<file path="src/include/cpu_mem_params.svh">
`ifndef CPU_MEM_PARAMS_SVH
`define CPU_MEM_PARAMS_SVH

// bus widths seen by the core and the memory bus
`define CM_ADDR_W 32
`define CM_DATA_W 32

// 16 lines per cache, one word per line
`define CM_INDEX_W 4

// address bits left over after index and byte offset
`define CM_TAG_W (`CM_ADDR_W - `CM_INDEX_W - 2)

`endif

</file>
<file path="src/source/cpu_mem_pkg.sv">
`default_nettype none

`include "cpu_mem_params.svh"

package cpu_mem_pkg;

  // encoding follows the load/store funct3 field
  typedef enum logic [2:0] {
    ACC_BYTE   = 3'b000,
    ACC_HALF   = 3'b001,
    ACC_WORD   = 3'b010,
    ACC_BYTE_U = 3'b100,
    ACC_HALF_U = 3'b101
  } access_e;

  typedef enum logic [2:0] {
    ST_IDLE,
    ST_I_REFILL,
    ST_D_REFILL,
    ST_D_WRITE,
    ST_RESUME
  } ctrl_state_e;

  typedef struct packed {
    logic                  req;
    logic                  we;
    access_e               acc;
    logic [`CM_ADDR_W-1:0] addr;
    logic [`CM_DATA_W-1:0] wdata;
  } core_req_t;

  typedef struct packed {
    logic                      valid;
    logic                      we;
    logic [`CM_ADDR_W-1:0]     addr;
    logic [`CM_DATA_W-1:0]     wdata;
    logic [(`CM_DATA_W/8)-1:0] be;
  } bus_req_t;

  typedef struct packed {
    logic                      we;
    logic [`CM_INDEX_W-1:0]    index;
    logic [`CM_TAG_W-1:0]      tag;
    logic [`CM_DATA_W-1:0]     data;
    logic [(`CM_DATA_W/8)-1:0] be;
  } fill_t;

endpackage

`default_nettype wire

</file>
<file path="src/source/cache_array.sv">
`timescale 1ns/1ps
`default_nettype none

`include "cpu_mem_params.svh"

module cache_array (
  input  wire                         clk_i,
  input  wire                         rst_n_i,
  input  wire  [`CM_ADDR_W-1:0]       lookup_addr_i,
  input  wire  cpu_mem_pkg::fill_t    fill_i,
  output logic                        hit_o,
  output logic [`CM_DATA_W-1:0]       rdata_o
);

  localparam int LINES = 1 << `CM_INDEX_W;
  localparam int LANES = `CM_DATA_W / 8;

  logic [LINES-1:0]                 valid_q;
  logic [`CM_TAG_W-1:0]             tag_q  [LINES];
  logic [LANES-1:0][7:0]            data_q [LINES];

  logic [`CM_INDEX_W-1:0]           lk_index;
  logic [`CM_TAG_W-1:0]             lk_tag;

  // split the lookup address into index and tag
  assign lk_index = lookup_addr_i[`CM_INDEX_W+1:2];
  assign lk_tag   = lookup_addr_i[`CM_ADDR_W-1:`CM_INDEX_W+2];

  assign hit_o   = valid_q[lk_index] & (tag_q[lk_index] == lk_tag);
  assign rdata_o = data_q[lk_index]; // read data is the line itself

  // valid bits are the only state that needs clearing
  always_ff @(posedge clk_i) begin
    if (!rst_n_i) begin
      valid_q <= '0;
    end else if (fill_i.we) begin
      valid_q[fill_i.index] <= 1'b1;
    end
  end

  // tag and data lanes, written only under byte enables
  always_ff @(posedge clk_i) begin
    if (fill_i.we) begin
      tag_q[fill_i.index] <= fill_i.tag;
      for (int i = 0; i < LANES; i++) begin
        if (fill_i.be[i]) begin
          data_q[fill_i.index][i] <= fill_i.data[8*i +: 8];
        end
      end
    end
  end

endmodule

`default_nettype wire

</file>
<file path="src/source/cache_ctrl.sv">
`timescale 1ns/1ps
`default_nettype none

`include "cpu_mem_params.svh"

module cache_ctrl (
  input  wire                           clk_i,
  input  wire                           rst_n_i,
  input  wire                           inst_req_i,
  input  wire  [`CM_ADDR_W-1:0]         inst_addr_i,
  input  wire  cpu_mem_pkg::core_req_t  data_i,
  input  wire                           i_hit_i,
  input  wire                           d_hit_i,
  input  wire  [`CM_DATA_W-1:0]         store_data_i,
  input  wire  [(`CM_DATA_W/8)-1:0]     be_i,
  input  wire                           port_done_i,
  input  wire  [`CM_DATA_W-1:0]         port_rdata_i,
  output cpu_mem_pkg::bus_req_t         bus_o,
  output cpu_mem_pkg::fill_t            i_fill_o,
  output cpu_mem_pkg::fill_t            d_fill_o,
  output logic                          inst_stall_o,
  output logic                          data_stall_o
);

  cpu_mem_pkg::ctrl_state_e state_q;
  cpu_mem_pkg::ctrl_state_e state_d;
  logic                     store_done_q; // write acked last cycle
  logic                     i_miss;
  logic                     d_store;
  logic                     d_miss;
  logic                     in_d_write;
  logic [`CM_ADDR_W-1:0]    i_word_addr;
  logic [`CM_ADDR_W-1:0]    d_word_addr;

  assign i_miss      = inst_req_i & ~i_hit_i;
  assign d_store     = data_i.req & data_i.we; // stores always go to the bus
  assign d_miss      = data_i.req & ~data_i.we & ~d_hit_i;
  assign in_d_write  = (state_q == cpu_mem_pkg::ST_D_WRITE);
  assign i_word_addr = {inst_addr_i[`CM_ADDR_W-1:2], 2'b00};
  assign d_word_addr = {data_i.addr[`CM_ADDR_W-1:2], 2'b00};

  always_ff @(posedge clk_i) begin
    if (!rst_n_i) begin
      state_q      <= cpu_mem_pkg::ST_IDLE;
      store_done_q <= 1'b0;
    end else begin
      state_q      <= state_d;
      store_done_q <= in_d_write & port_done_i;
    end
  end

  // launch from idle, I side first
  always_comb begin
    state_d     = state_q;
    bus_o       = '0;
    bus_o.addr  = d_word_addr;
    bus_o.wdata = store_data_i;
    bus_o.be    = '1;
    case (state_q)
      cpu_mem_pkg::ST_IDLE: begin
        if (i_miss) begin
          bus_o.valid = 1'b1;
          bus_o.addr  = i_word_addr;
          state_d     = cpu_mem_pkg::ST_I_REFILL;
        end else if (d_store) begin
          bus_o.valid = 1'b1;
          bus_o.we    = 1'b1;
          bus_o.be    = be_i; // only the stored lanes
          state_d     = cpu_mem_pkg::ST_D_WRITE;
        end else if (d_miss) begin
          bus_o.valid = 1'b1;
          state_d     = cpu_mem_pkg::ST_D_REFILL;
        end
      end
      cpu_mem_pkg::ST_I_REFILL,
      cpu_mem_pkg::ST_D_REFILL,
      cpu_mem_pkg::ST_D_WRITE: begin
        if (port_done_i) begin
          state_d = cpu_mem_pkg::ST_RESUME;
        end
      end
      default: state_d = cpu_mem_pkg::ST_IDLE; // resume lasts one cycle
    endcase
  end

  // array write commands, issued in the ack cycle
  always_comb begin
    i_fill_o.we    = (state_q == cpu_mem_pkg::ST_I_REFILL) & port_done_i;
    i_fill_o.index = inst_addr_i[`CM_INDEX_W+1:2];
    i_fill_o.tag   = inst_addr_i[`CM_ADDR_W-1:`CM_INDEX_W+2];
    i_fill_o.data  = port_rdata_i;
    i_fill_o.be    = '1;

    // write-through merges into the line only on a hit
    d_fill_o.we    = port_done_i &
                     ((state_q == cpu_mem_pkg::ST_D_REFILL) | (in_d_write & d_hit_i));
    d_fill_o.index = data_i.addr[`CM_INDEX_W+1:2];
    d_fill_o.tag   = data_i.addr[`CM_ADDR_W-1:`CM_INDEX_W+2];
    d_fill_o.data  = in_d_write ? store_data_i : port_rdata_i;
    d_fill_o.be    = in_d_write ? be_i : '1;
  end

  // stalls follow the lookup when idle, the request otherwise
  always_comb begin
    if (state_q == cpu_mem_pkg::ST_IDLE) begin
      inst_stall_o = i_miss;
      data_stall_o = d_store | d_miss;
    end else begin
      inst_stall_o = inst_req_i;
      data_stall_o = data_i.req & ~store_done_q; // store completes after ack
    end
  end

endmodule

`default_nettype wire

</file>
<file path="src/source/cpu_mem_top.sv">
`timescale 1ns/1ps
`default_nettype none

`include "cpu_mem_params.svh"

module cpu_mem_top (
  input  wire                           clk_i,
  input  wire                           rst_n_i,
  // instruction port
  input  wire                           inst_req_i,
  input  wire  [`CM_ADDR_W-1:0]         inst_addr_i,
  output logic [`CM_DATA_W-1:0]         inst_rdata_o,
  output logic                          inst_stall_o,
  // data port
  input  wire  cpu_mem_pkg::core_req_t  data_i,
  output logic [`CM_DATA_W-1:0]         data_rdata_o,
  output logic                          data_stall_o,
  // memory bus
  output cpu_mem_pkg::bus_req_t         mem_o,
  input  wire  [`CM_DATA_W-1:0]         mem_rdata_i,
  input  wire                           mem_ack_i
);

  logic                       i_hit;
  logic                       d_hit;
  logic [`CM_DATA_W-1:0]      d_rdata;
  logic [`CM_DATA_W-1:0]      store_data;
  logic [(`CM_DATA_W/8)-1:0]  be;
  logic                       port_done;
  logic [`CM_DATA_W-1:0]      port_rdata;
  cpu_mem_pkg::bus_req_t      bus_req;
  cpu_mem_pkg::fill_t         i_fill;
  cpu_mem_pkg::fill_t         d_fill;

  cache_array u_icache (
    .clk_i         (clk_i),
    .rst_n_i       (rst_n_i),
    .lookup_addr_i (inst_addr_i),
    .fill_i        (i_fill),
    .hit_o         (i_hit),
    .rdata_o       (inst_rdata_o)   // fetched word straight to the core
  );

  cache_array u_dcache (
    .clk_i         (clk_i),
    .rst_n_i       (rst_n_i),
    .lookup_addr_i (data_i.addr),
    .fill_i        (d_fill),
    .hit_o         (d_hit),
    .rdata_o       (d_rdata)
  );

  data_align u_data_align (
    .acc_i        (data_i.acc),
    .addr_lo_i    (data_i.addr[1:0]),
    .wdata_i      (data_i.wdata),
    .raw_i        (d_rdata),
    .store_data_o (store_data),
    .be_o         (be),
    .load_data_o  (data_rdata_o)
  );

  cache_ctrl u_cache_ctrl (
    .clk_i        (clk_i),
    .rst_n_i      (rst_n_i),
    .inst_req_i   (inst_req_i),
    .inst_addr_i  (inst_addr_i),
    .data_i       (data_i),
    .i_hit_i      (i_hit),
    .d_hit_i      (d_hit),
    .store_data_i (store_data),
    .be_i         (be),
    .port_done_i  (port_done),
    .port_rdata_i (port_rdata),
    .bus_o        (bus_req),
    .i_fill_o     (i_fill),
    .d_fill_o     (d_fill),
    .inst_stall_o (inst_stall_o),
    .data_stall_o (data_stall_o)
  );

  mem_port u_mem_port (
    .clk_i       (clk_i),
    .rst_n_i     (rst_n_i),
    .start_i     (bus_req),
    .mem_o       (mem_o),
    .mem_rdata_i (mem_rdata_i),
    .mem_ack_i   (mem_ack_i),
    .done_o      (port_done),
    .rdata_o     (port_rdata)
  );

endmodule

`default_nettype wire

</file>
<file path="src/source/data_align.sv">
`timescale 1ns/1ps
`default_nettype none

`include "cpu_mem_params.svh"

module data_align (
  input  wire  cpu_mem_pkg::access_e    acc_i,
  input  wire  [1:0]                    addr_lo_i,
  input  wire  [`CM_DATA_W-1:0]         wdata_i,
  input  wire  [`CM_DATA_W-1:0]         raw_i,
  output logic [`CM_DATA_W-1:0]         store_data_o,
  output logic [(`CM_DATA_W/8)-1:0]     be_o,
  output logic [`CM_DATA_W-1:0]         load_data_o
);

  logic [7:0]  load_byte;
  logic [15:0] load_half;

  // store side: replicate into every lane, enables pick the lane
  always_comb begin
    case (acc_i)
      cpu_mem_pkg::ACC_BYTE, cpu_mem_pkg::ACC_BYTE_U: begin
        store_data_o = {4{wdata_i[7:0]}};
        be_o         = 4'b0001 << addr_lo_i;
      end
      cpu_mem_pkg::ACC_HALF, cpu_mem_pkg::ACC_HALF_U: begin
        store_data_o = {2{wdata_i[15:0]}};
        be_o         = addr_lo_i[1] ? 4'b1100 : 4'b0011;
      end
      default: begin
        store_data_o = wdata_i; // full word
        be_o         = 4'b1111;
      end
    endcase
  end

  // load side lane select
  assign load_byte = raw_i[8*addr_lo_i +: 8];
  assign load_half = addr_lo_i[1] ? raw_i[31:16] : raw_i[15:0];

  always_comb begin
    case (acc_i)
      cpu_mem_pkg::ACC_BYTE:   load_data_o = {{24{load_byte[7]}}, load_byte};
      cpu_mem_pkg::ACC_BYTE_U: load_data_o = {24'h0, load_byte};
      cpu_mem_pkg::ACC_HALF:   load_data_o = {{16{load_half[15]}}, load_half};
      cpu_mem_pkg::ACC_HALF_U: load_data_o = {16'h0, load_half};
      default:                 load_data_o = raw_i;
    endcase
  end

endmodule

`default_nettype wire

</file>
<file path="src/source/mem_port.sv">
`timescale 1ns/1ps
`default_nettype none

`include "cpu_mem_params.svh"

module mem_port (
  input  wire                          clk_i,
  input  wire                          rst_n_i,
  input  wire  cpu_mem_pkg::bus_req_t  start_i,
  output cpu_mem_pkg::bus_req_t        mem_o,
  input  wire  [`CM_DATA_W-1:0]        mem_rdata_i,
  input  wire                          mem_ack_i,
  output logic                         done_o,
  output logic [`CM_DATA_W-1:0]        rdata_o
);

  logic                  busy_q; // transaction on the bus
  cpu_mem_pkg::bus_req_t req_q;
  logic                  take;

  // only accept a new request when nothing is outstanding
  assign take = start_i.valid & ~busy_q;

  always_ff @(posedge clk_i) begin
    if (!rst_n_i) begin
      busy_q <= 1'b0;
    end else if (take) begin
      busy_q <= 1'b1;
    end else if (mem_ack_i) begin
      busy_q <= 1'b0; // valid drops the cycle after ack
    end
  end

  // request payload held stable until acknowledged
  always_ff @(posedge clk_i) begin
    if (take) begin
      req_q <= start_i;
    end
  end

  always_comb begin
    mem_o       = req_q;
    mem_o.valid = busy_q;
  end

  // ack finishes the transaction in the same cycle
  assign done_o  = busy_q & mem_ack_i;
  assign rdata_o = mem_rdata_i; // read data valid with the ack

endmodule

`default_nettype wire

</file>
<file path="config.mk">
export PLATFORM = sky130hd
export DESIGN_NAME = cpu_mem_top
export DESIGN_NICKNAME = d
export VERILOG_FILES = /design/src/source/cpu_mem_pkg.sv /design/src/source/cache_array.sv /design/src/source/cache_ctrl.sv /design/src/source/cpu_mem_top.sv /design/src/source/data_align.sv /design/src/source/mem_port.sv
export VERILOG_INCLUDE_DIRS = /design/src /design/src/include
export SDC_FILE = /design/constraint.sdc
export NUM_CORES = 2
export LEC_CHECK = 0
export BUFFER_PORTS_ARGS = -buffer_cell sky130_fd_sc_hd__buf_2
export CAP_MARGIN = 20
export CORE_MARGIN = 3
export CORE_UTILIZATION = 39
export CTS_BUF_LIST = sky130_fd_sc_hd__clkbuf_8 sky130_fd_sc_hd__clkbuf_16
export CTS_CLUSTER_SIZE = 30
export DETAILED_ROUTE_END_ITERATION = 8
export PLACE_DENSITY = 0.64
export SLEW_MARGIN = 20
export SYNTH_ARGS = -nofsm -noshare
export SYNTH_HDL_FRONTEND = slang
export SYNTH_HIERARCHICAL = 1
export SYNTH_SLANG_ARGS = --single-unit
export TNS_END_PERCENT = 10
</file>
<file path="constraint.sdc">
create_clock -name clk_i -period 6.25 [get_ports clk_i]
set_input_delay 0 -clock clk_i [delete_from_list [all_inputs] [get_ports clk_i]]
set_output_delay 0 -clock clk_i [all_outputs]
set_load 0.02 [all_outputs]
</file>
==> results.sh <==
export IMPL_ys_seq_area_frac=0.738
export IMPL_report_final_hold_viol_count=0
export IMPL_setup_violations_final=0
export IMPL_buffer_ports_inserted=270
export IMPL_ys_warn_count=6
export IMPL_slew_headroom=0.229
export IMPL_tritoncts="done"
export IMPL_power_per_cell_area_nw_per_um2=303
export IMPL_total_power_w=0.0280
export IMPL_routed_via_count=39500
export IMPL_globalRouteMet3Util=0.0323
export IMPL_netlist_instances=3782
export IMPL_max_slew_worst_pin_slew_ns=1.15
export IMPL_resized_gates_after_cts=0
export IMPL_floorplan_initialDensity=0.395
export IMPL_mostFrequentLayoutCell="edfxtp_1"
export IMPL_synth_cell_type_count=78
export IMPL_min_cycle_time_layout_ns=5.23
export IMPL_areaGrowthSynthToFinish_pct=16.2
export IMPL_ant_nets=0
export IMPL_highest_count_cells_in_the_layout_ignoring_fill_and_taps="1925 x edfxtp_1, 515 x mux4_2, 264 x buf_2"
export IMPL_vdd_drop_max_v=0.000316
export IMPL_worst_setup_path_start_kind="input port"
export IMPL_total_of_fill_cells_in_the_finished_design=16600
export IMPL_antenna_found_initial=28
export IMPL_first_iter_violations=4726
export IMPL_synth_cell_area_sq_um=79400
export IMPL_layoutNonFillerInstCount=7054
export IMPL_rsz_0062_raised_after_global_routing="false"
export IMPL_io_pins=273
export IMPL_detailedPlacementHpwl_um=124000
export IMPL_global_route_congestion_overflow_total=0
export IMPL_layout_drive_gt1_share=0.315
export IMPL_critical_path_fanout_max=71
export IMPL_outcome="finished clean"
export IMPL_numCtsBuffers=196
export IMPL_fin_skew_ns=0.0325
export IMPL_number_of_detailed_routing_iterations_run_before_antenna_repair=5
export IMPL_cts_clk_slew_worst_paths_ns=0.06
export IMPL_via_count_of_the_first_global_routing_pass=40000
export IMPL_chipHeight_um=457
export IMPL_grt_busiest_layer="met2"
export IMPL_pin_count_of_the_biggest_net_entering_global_routing=109
export IMPL_grtUsageMet2=0.301
export IMPL_clock_fmax_mhz=191
export IMPL_setup_worst_path_end_class="register"
export IMPL_kind_of_critical_path="in -> reg"
export IMPL_placementRows=164
export IMPL_die_width_um=457
export IMPL_clock_tree_buffer_depth=3
export IMPL_wl_per_cell_um=28.0
export IMPL_post_route_drc_count=0
export IMPL_final_period_utilization=0.837
export IMPL_grt_util_all_layers=0.187
export IMPL_cts_num_sinks=1962
export IMPL_postSynth_topFlopCell="edfxtp_1"
export IMPL_finish_net_count=4368
export IMPL_grt_pass1_wl_um=284000
export IMPL_dp_cells=6537
export IMPL_holdCritPathClass="in -> reg"
export IMPL_register_bit_total_from_synthesis=1962
export IMPL_htree_levels=4
export IMPL_timing_max_transition_violations_final=0
export IMPL_number_of_enable_flip_flop_cells_after_synthesis=1925
export IMPL_total_leakage_power_nw=30.1
export IMPL_global_route_track_usage_on_met1=0.264
export IMPL_worstPathRequired_ns=6.94
export IMPL_routed_wirelength_um=198000
export IMPL_ys_async_sr_fraction=0
export IMPL_max_cap_viol_count=0
export IMPL_core_area_sq_um=201000
export IMPL_cp_arrival_ns=5.93
export IMPL_die_footprint_sq_um=209000
export IMPL_clock_root_buffer="clkbuf_16"
export IMPL_vias_per_std_cell=5.60
export IMPL_gp_routability_congestion=0.784
export IMPL_synth_avg_cell_area_sq_um=21.0
export IMPL_clk_latency_ns=0.83
[layer usage]
metal / vias to the layer above / routed length (um)
li1: 16400 / -
met1: 21200 / 81800
met2: 1665 / 95600
met3: 278 / 15800
met4: 6 / 4290
met5: - / 41
[report_power, final]
| group | internal (W) | total, W | switching [W] | leakage [nW] |
|---|---|---|---|---|
| combinational | 0.000740 | 0.00200 | 0.00126 | 9.15 |
| clock | 0.00638 | 0.0113 | 0.00496 | 3.27 |
| sequential | 0.0146 | 0.0146 | 0.0000396 | 17.6 |
| total | 0.0217 | 0.0280 | 0.00626 | 30.1 |
[flip-flops by register name, summed over array words and instances (netlist names)]
| register | flops |
|---|---|
| u_mem_port/busy_q | 1 |
| u_cache_ctrl/state_q | 3 |
| u_icache/data_q | 512 |
| u_dcache/valid_q | 16 |
| u_dcache/tag_q | 416 |
| u_cache_ctrl/store_done_q | 1 |
| u_mem_port/mem_o | 69 |
| u_icache/tag_q | 416 |
| u_dcache/data_q | 512 |
| u_icache/valid_q | 16 |
[kinds of logic (layout without fill, tap and decap cells)]
logic type,count (synthesis),after routing,share of synthesized area
buf+inv,387,992,0.0305
other cells,2,13,0.0000946
simple gates,415,415,0.0285
compound gates,229,229,0.0209
xor+xnor,66,66,0.00728
flops,1962,1962,0.738
mux,721,721,0.175
[synthesized netlist by cell type (4+ instances only)]
| cell type | number | area share |
|---|---|---|
| mux2_2 | 71 | 0.010 |
| xnor2_1 | 39 | 0.0043 |
| buf_4 | 196 | 0.019 |
| xor2_1 | 27 | 0.0030 |
| nand2b_1 | 18 | 0.0014 |
| or3_1 | 4 | 0.00032 |
| dfxtp_1 | 37 | 0.0093 |
| inv_1 | 28 | 0.0013 |
| or2_2 | 10 | 0.00079 |
| nor2b_1 | 37 | 0.0029 |
| edfxtp_1 | 1925 | 0.73 |
| nand3_1 | 10 | 0.00063 |
| o21ai_0 | 29 | 0.0018 |
| nor3_1 | 35 | 0.0022 |
| nor2_1 | 53 | 0.0025 |
| a32oi_1 | 4 | 0.00044 |
| a221o_1 | 7 | 0.00088 |
| o21ai_1 | 5 | 0.00032 |
| a221oi_1 | 7 | 0.00077 |
| and2_1 | 131 | 0.010 |
| buf_1 | 14 | 0.00066 |
| nand2_1 | 76 | 0.0036 |
| a21oi_1 | 15 | 0.00095 |
| a22oi_1 | 13 | 0.0012 |
| o211ai_1 | 5 | 0.00047 |
| o22ai_1 | 41 | 0.0032 |
| nand4_1 | 4 | 0.00032 |
| a31oi_1 | 13 | 0.0010 |
| nor4_1 | 15 | 0.0012 |
| clkbuf_1 | 64 | 0.0030 |
| buf_2 | 62 | 0.0039 |
| o21a_1 | 33 | 0.0031 |
| a211oi_1 | 6 | 0.00057 |
| mux2i_1 | 106 | 0.013 |
| o21bai_1 | 4 | 0.00038 |
| buf_6 | 19 | 0.0027 |
| o221ai_1 | 13 | 0.0014 |
| mux4_2 | 515 | 0.15 |
| mux2_4 | 28 | 0.0053 |
[repair_timing]
action	in CTS	in global routing
hold buffers	152	0
buffers inserted	0	0
endpoints found under the setup margin	0	0
endpoints found under the hold margin	1935	0
[cell type report]
class | count | area [sq um] | share of cell area
repair buffers | 603 | 5410 | 0.0587
well taps | 2656 | 3320 | 0.0360
clock inverters | 153 | 1160 | 0.0126
flip-flops and latches | 1962 | 58500 | 0.635
inverters | 31 | 116 | 0.00126
diodes | 7 | 17.5 | 0.000190
clock buffers | 205 | 5050 | 0.0548
multi-input cells | 1437 | 18600 | 0.202
[critical path, stage by stage]
cell,delay (ns)
dlygate4sd3_1,0.56
buf_6,0.58
buf_4,0.68
mux4_2,0.43
xnor2_1,0.38
a31oi_1,0.15
nor4_1,0.85
a31oi_1,0.17
nor4_1,0.40
buf_4,0.20
nor2b_1,0.08
nand2_2,0.14
nand2_1,0.07
nor2b_4,0.13
buf_12,0.18
o21a_1,0.23
dlygate4sd3_1,0.55
[per-stage QoR]
stage               hold slack (ns)  cell area [sq um]  setup TNS (ns)  utilization  setup WS, ns
floorplan                     0.118              79400           -7.34            -       -0.0869
global placement              0.334              84500               0        0.420          1.13
detailed placement            0.325              84500               0        0.420          1.10
CTS                         0.00926              92200               0        0.459          1.18
global route                 0.0637              92200               0        0.459         0.787
finish                       0.0355              92200               0        0.459          1.02
[final timing paths]
kind	from	to	slack (ns)	depth (start not counted)
worst max-delay path	inst_addr_i[4]	u_mem_port/busy_q$_SDFFE_PN0P_	1.02	17
worst max register to register	u_dcache/tag_q[12][1]$_DFFE_PP_	u_dcache/tag_q[4][25]$_DFFE_PP_	1.53	14
worst min-delay path	data_i[34]	u_mem_port/mem_o[38]$_DFFE_PP_	0.04	2
worst min register to register	u_dcache/valid_q[0]$_SDFFE_PN0P_	u_dcache/valid_q[0]$_SDFFE_PN0P_	0.46	1
No activity file was read; power rests on OpenSTA's default activity.
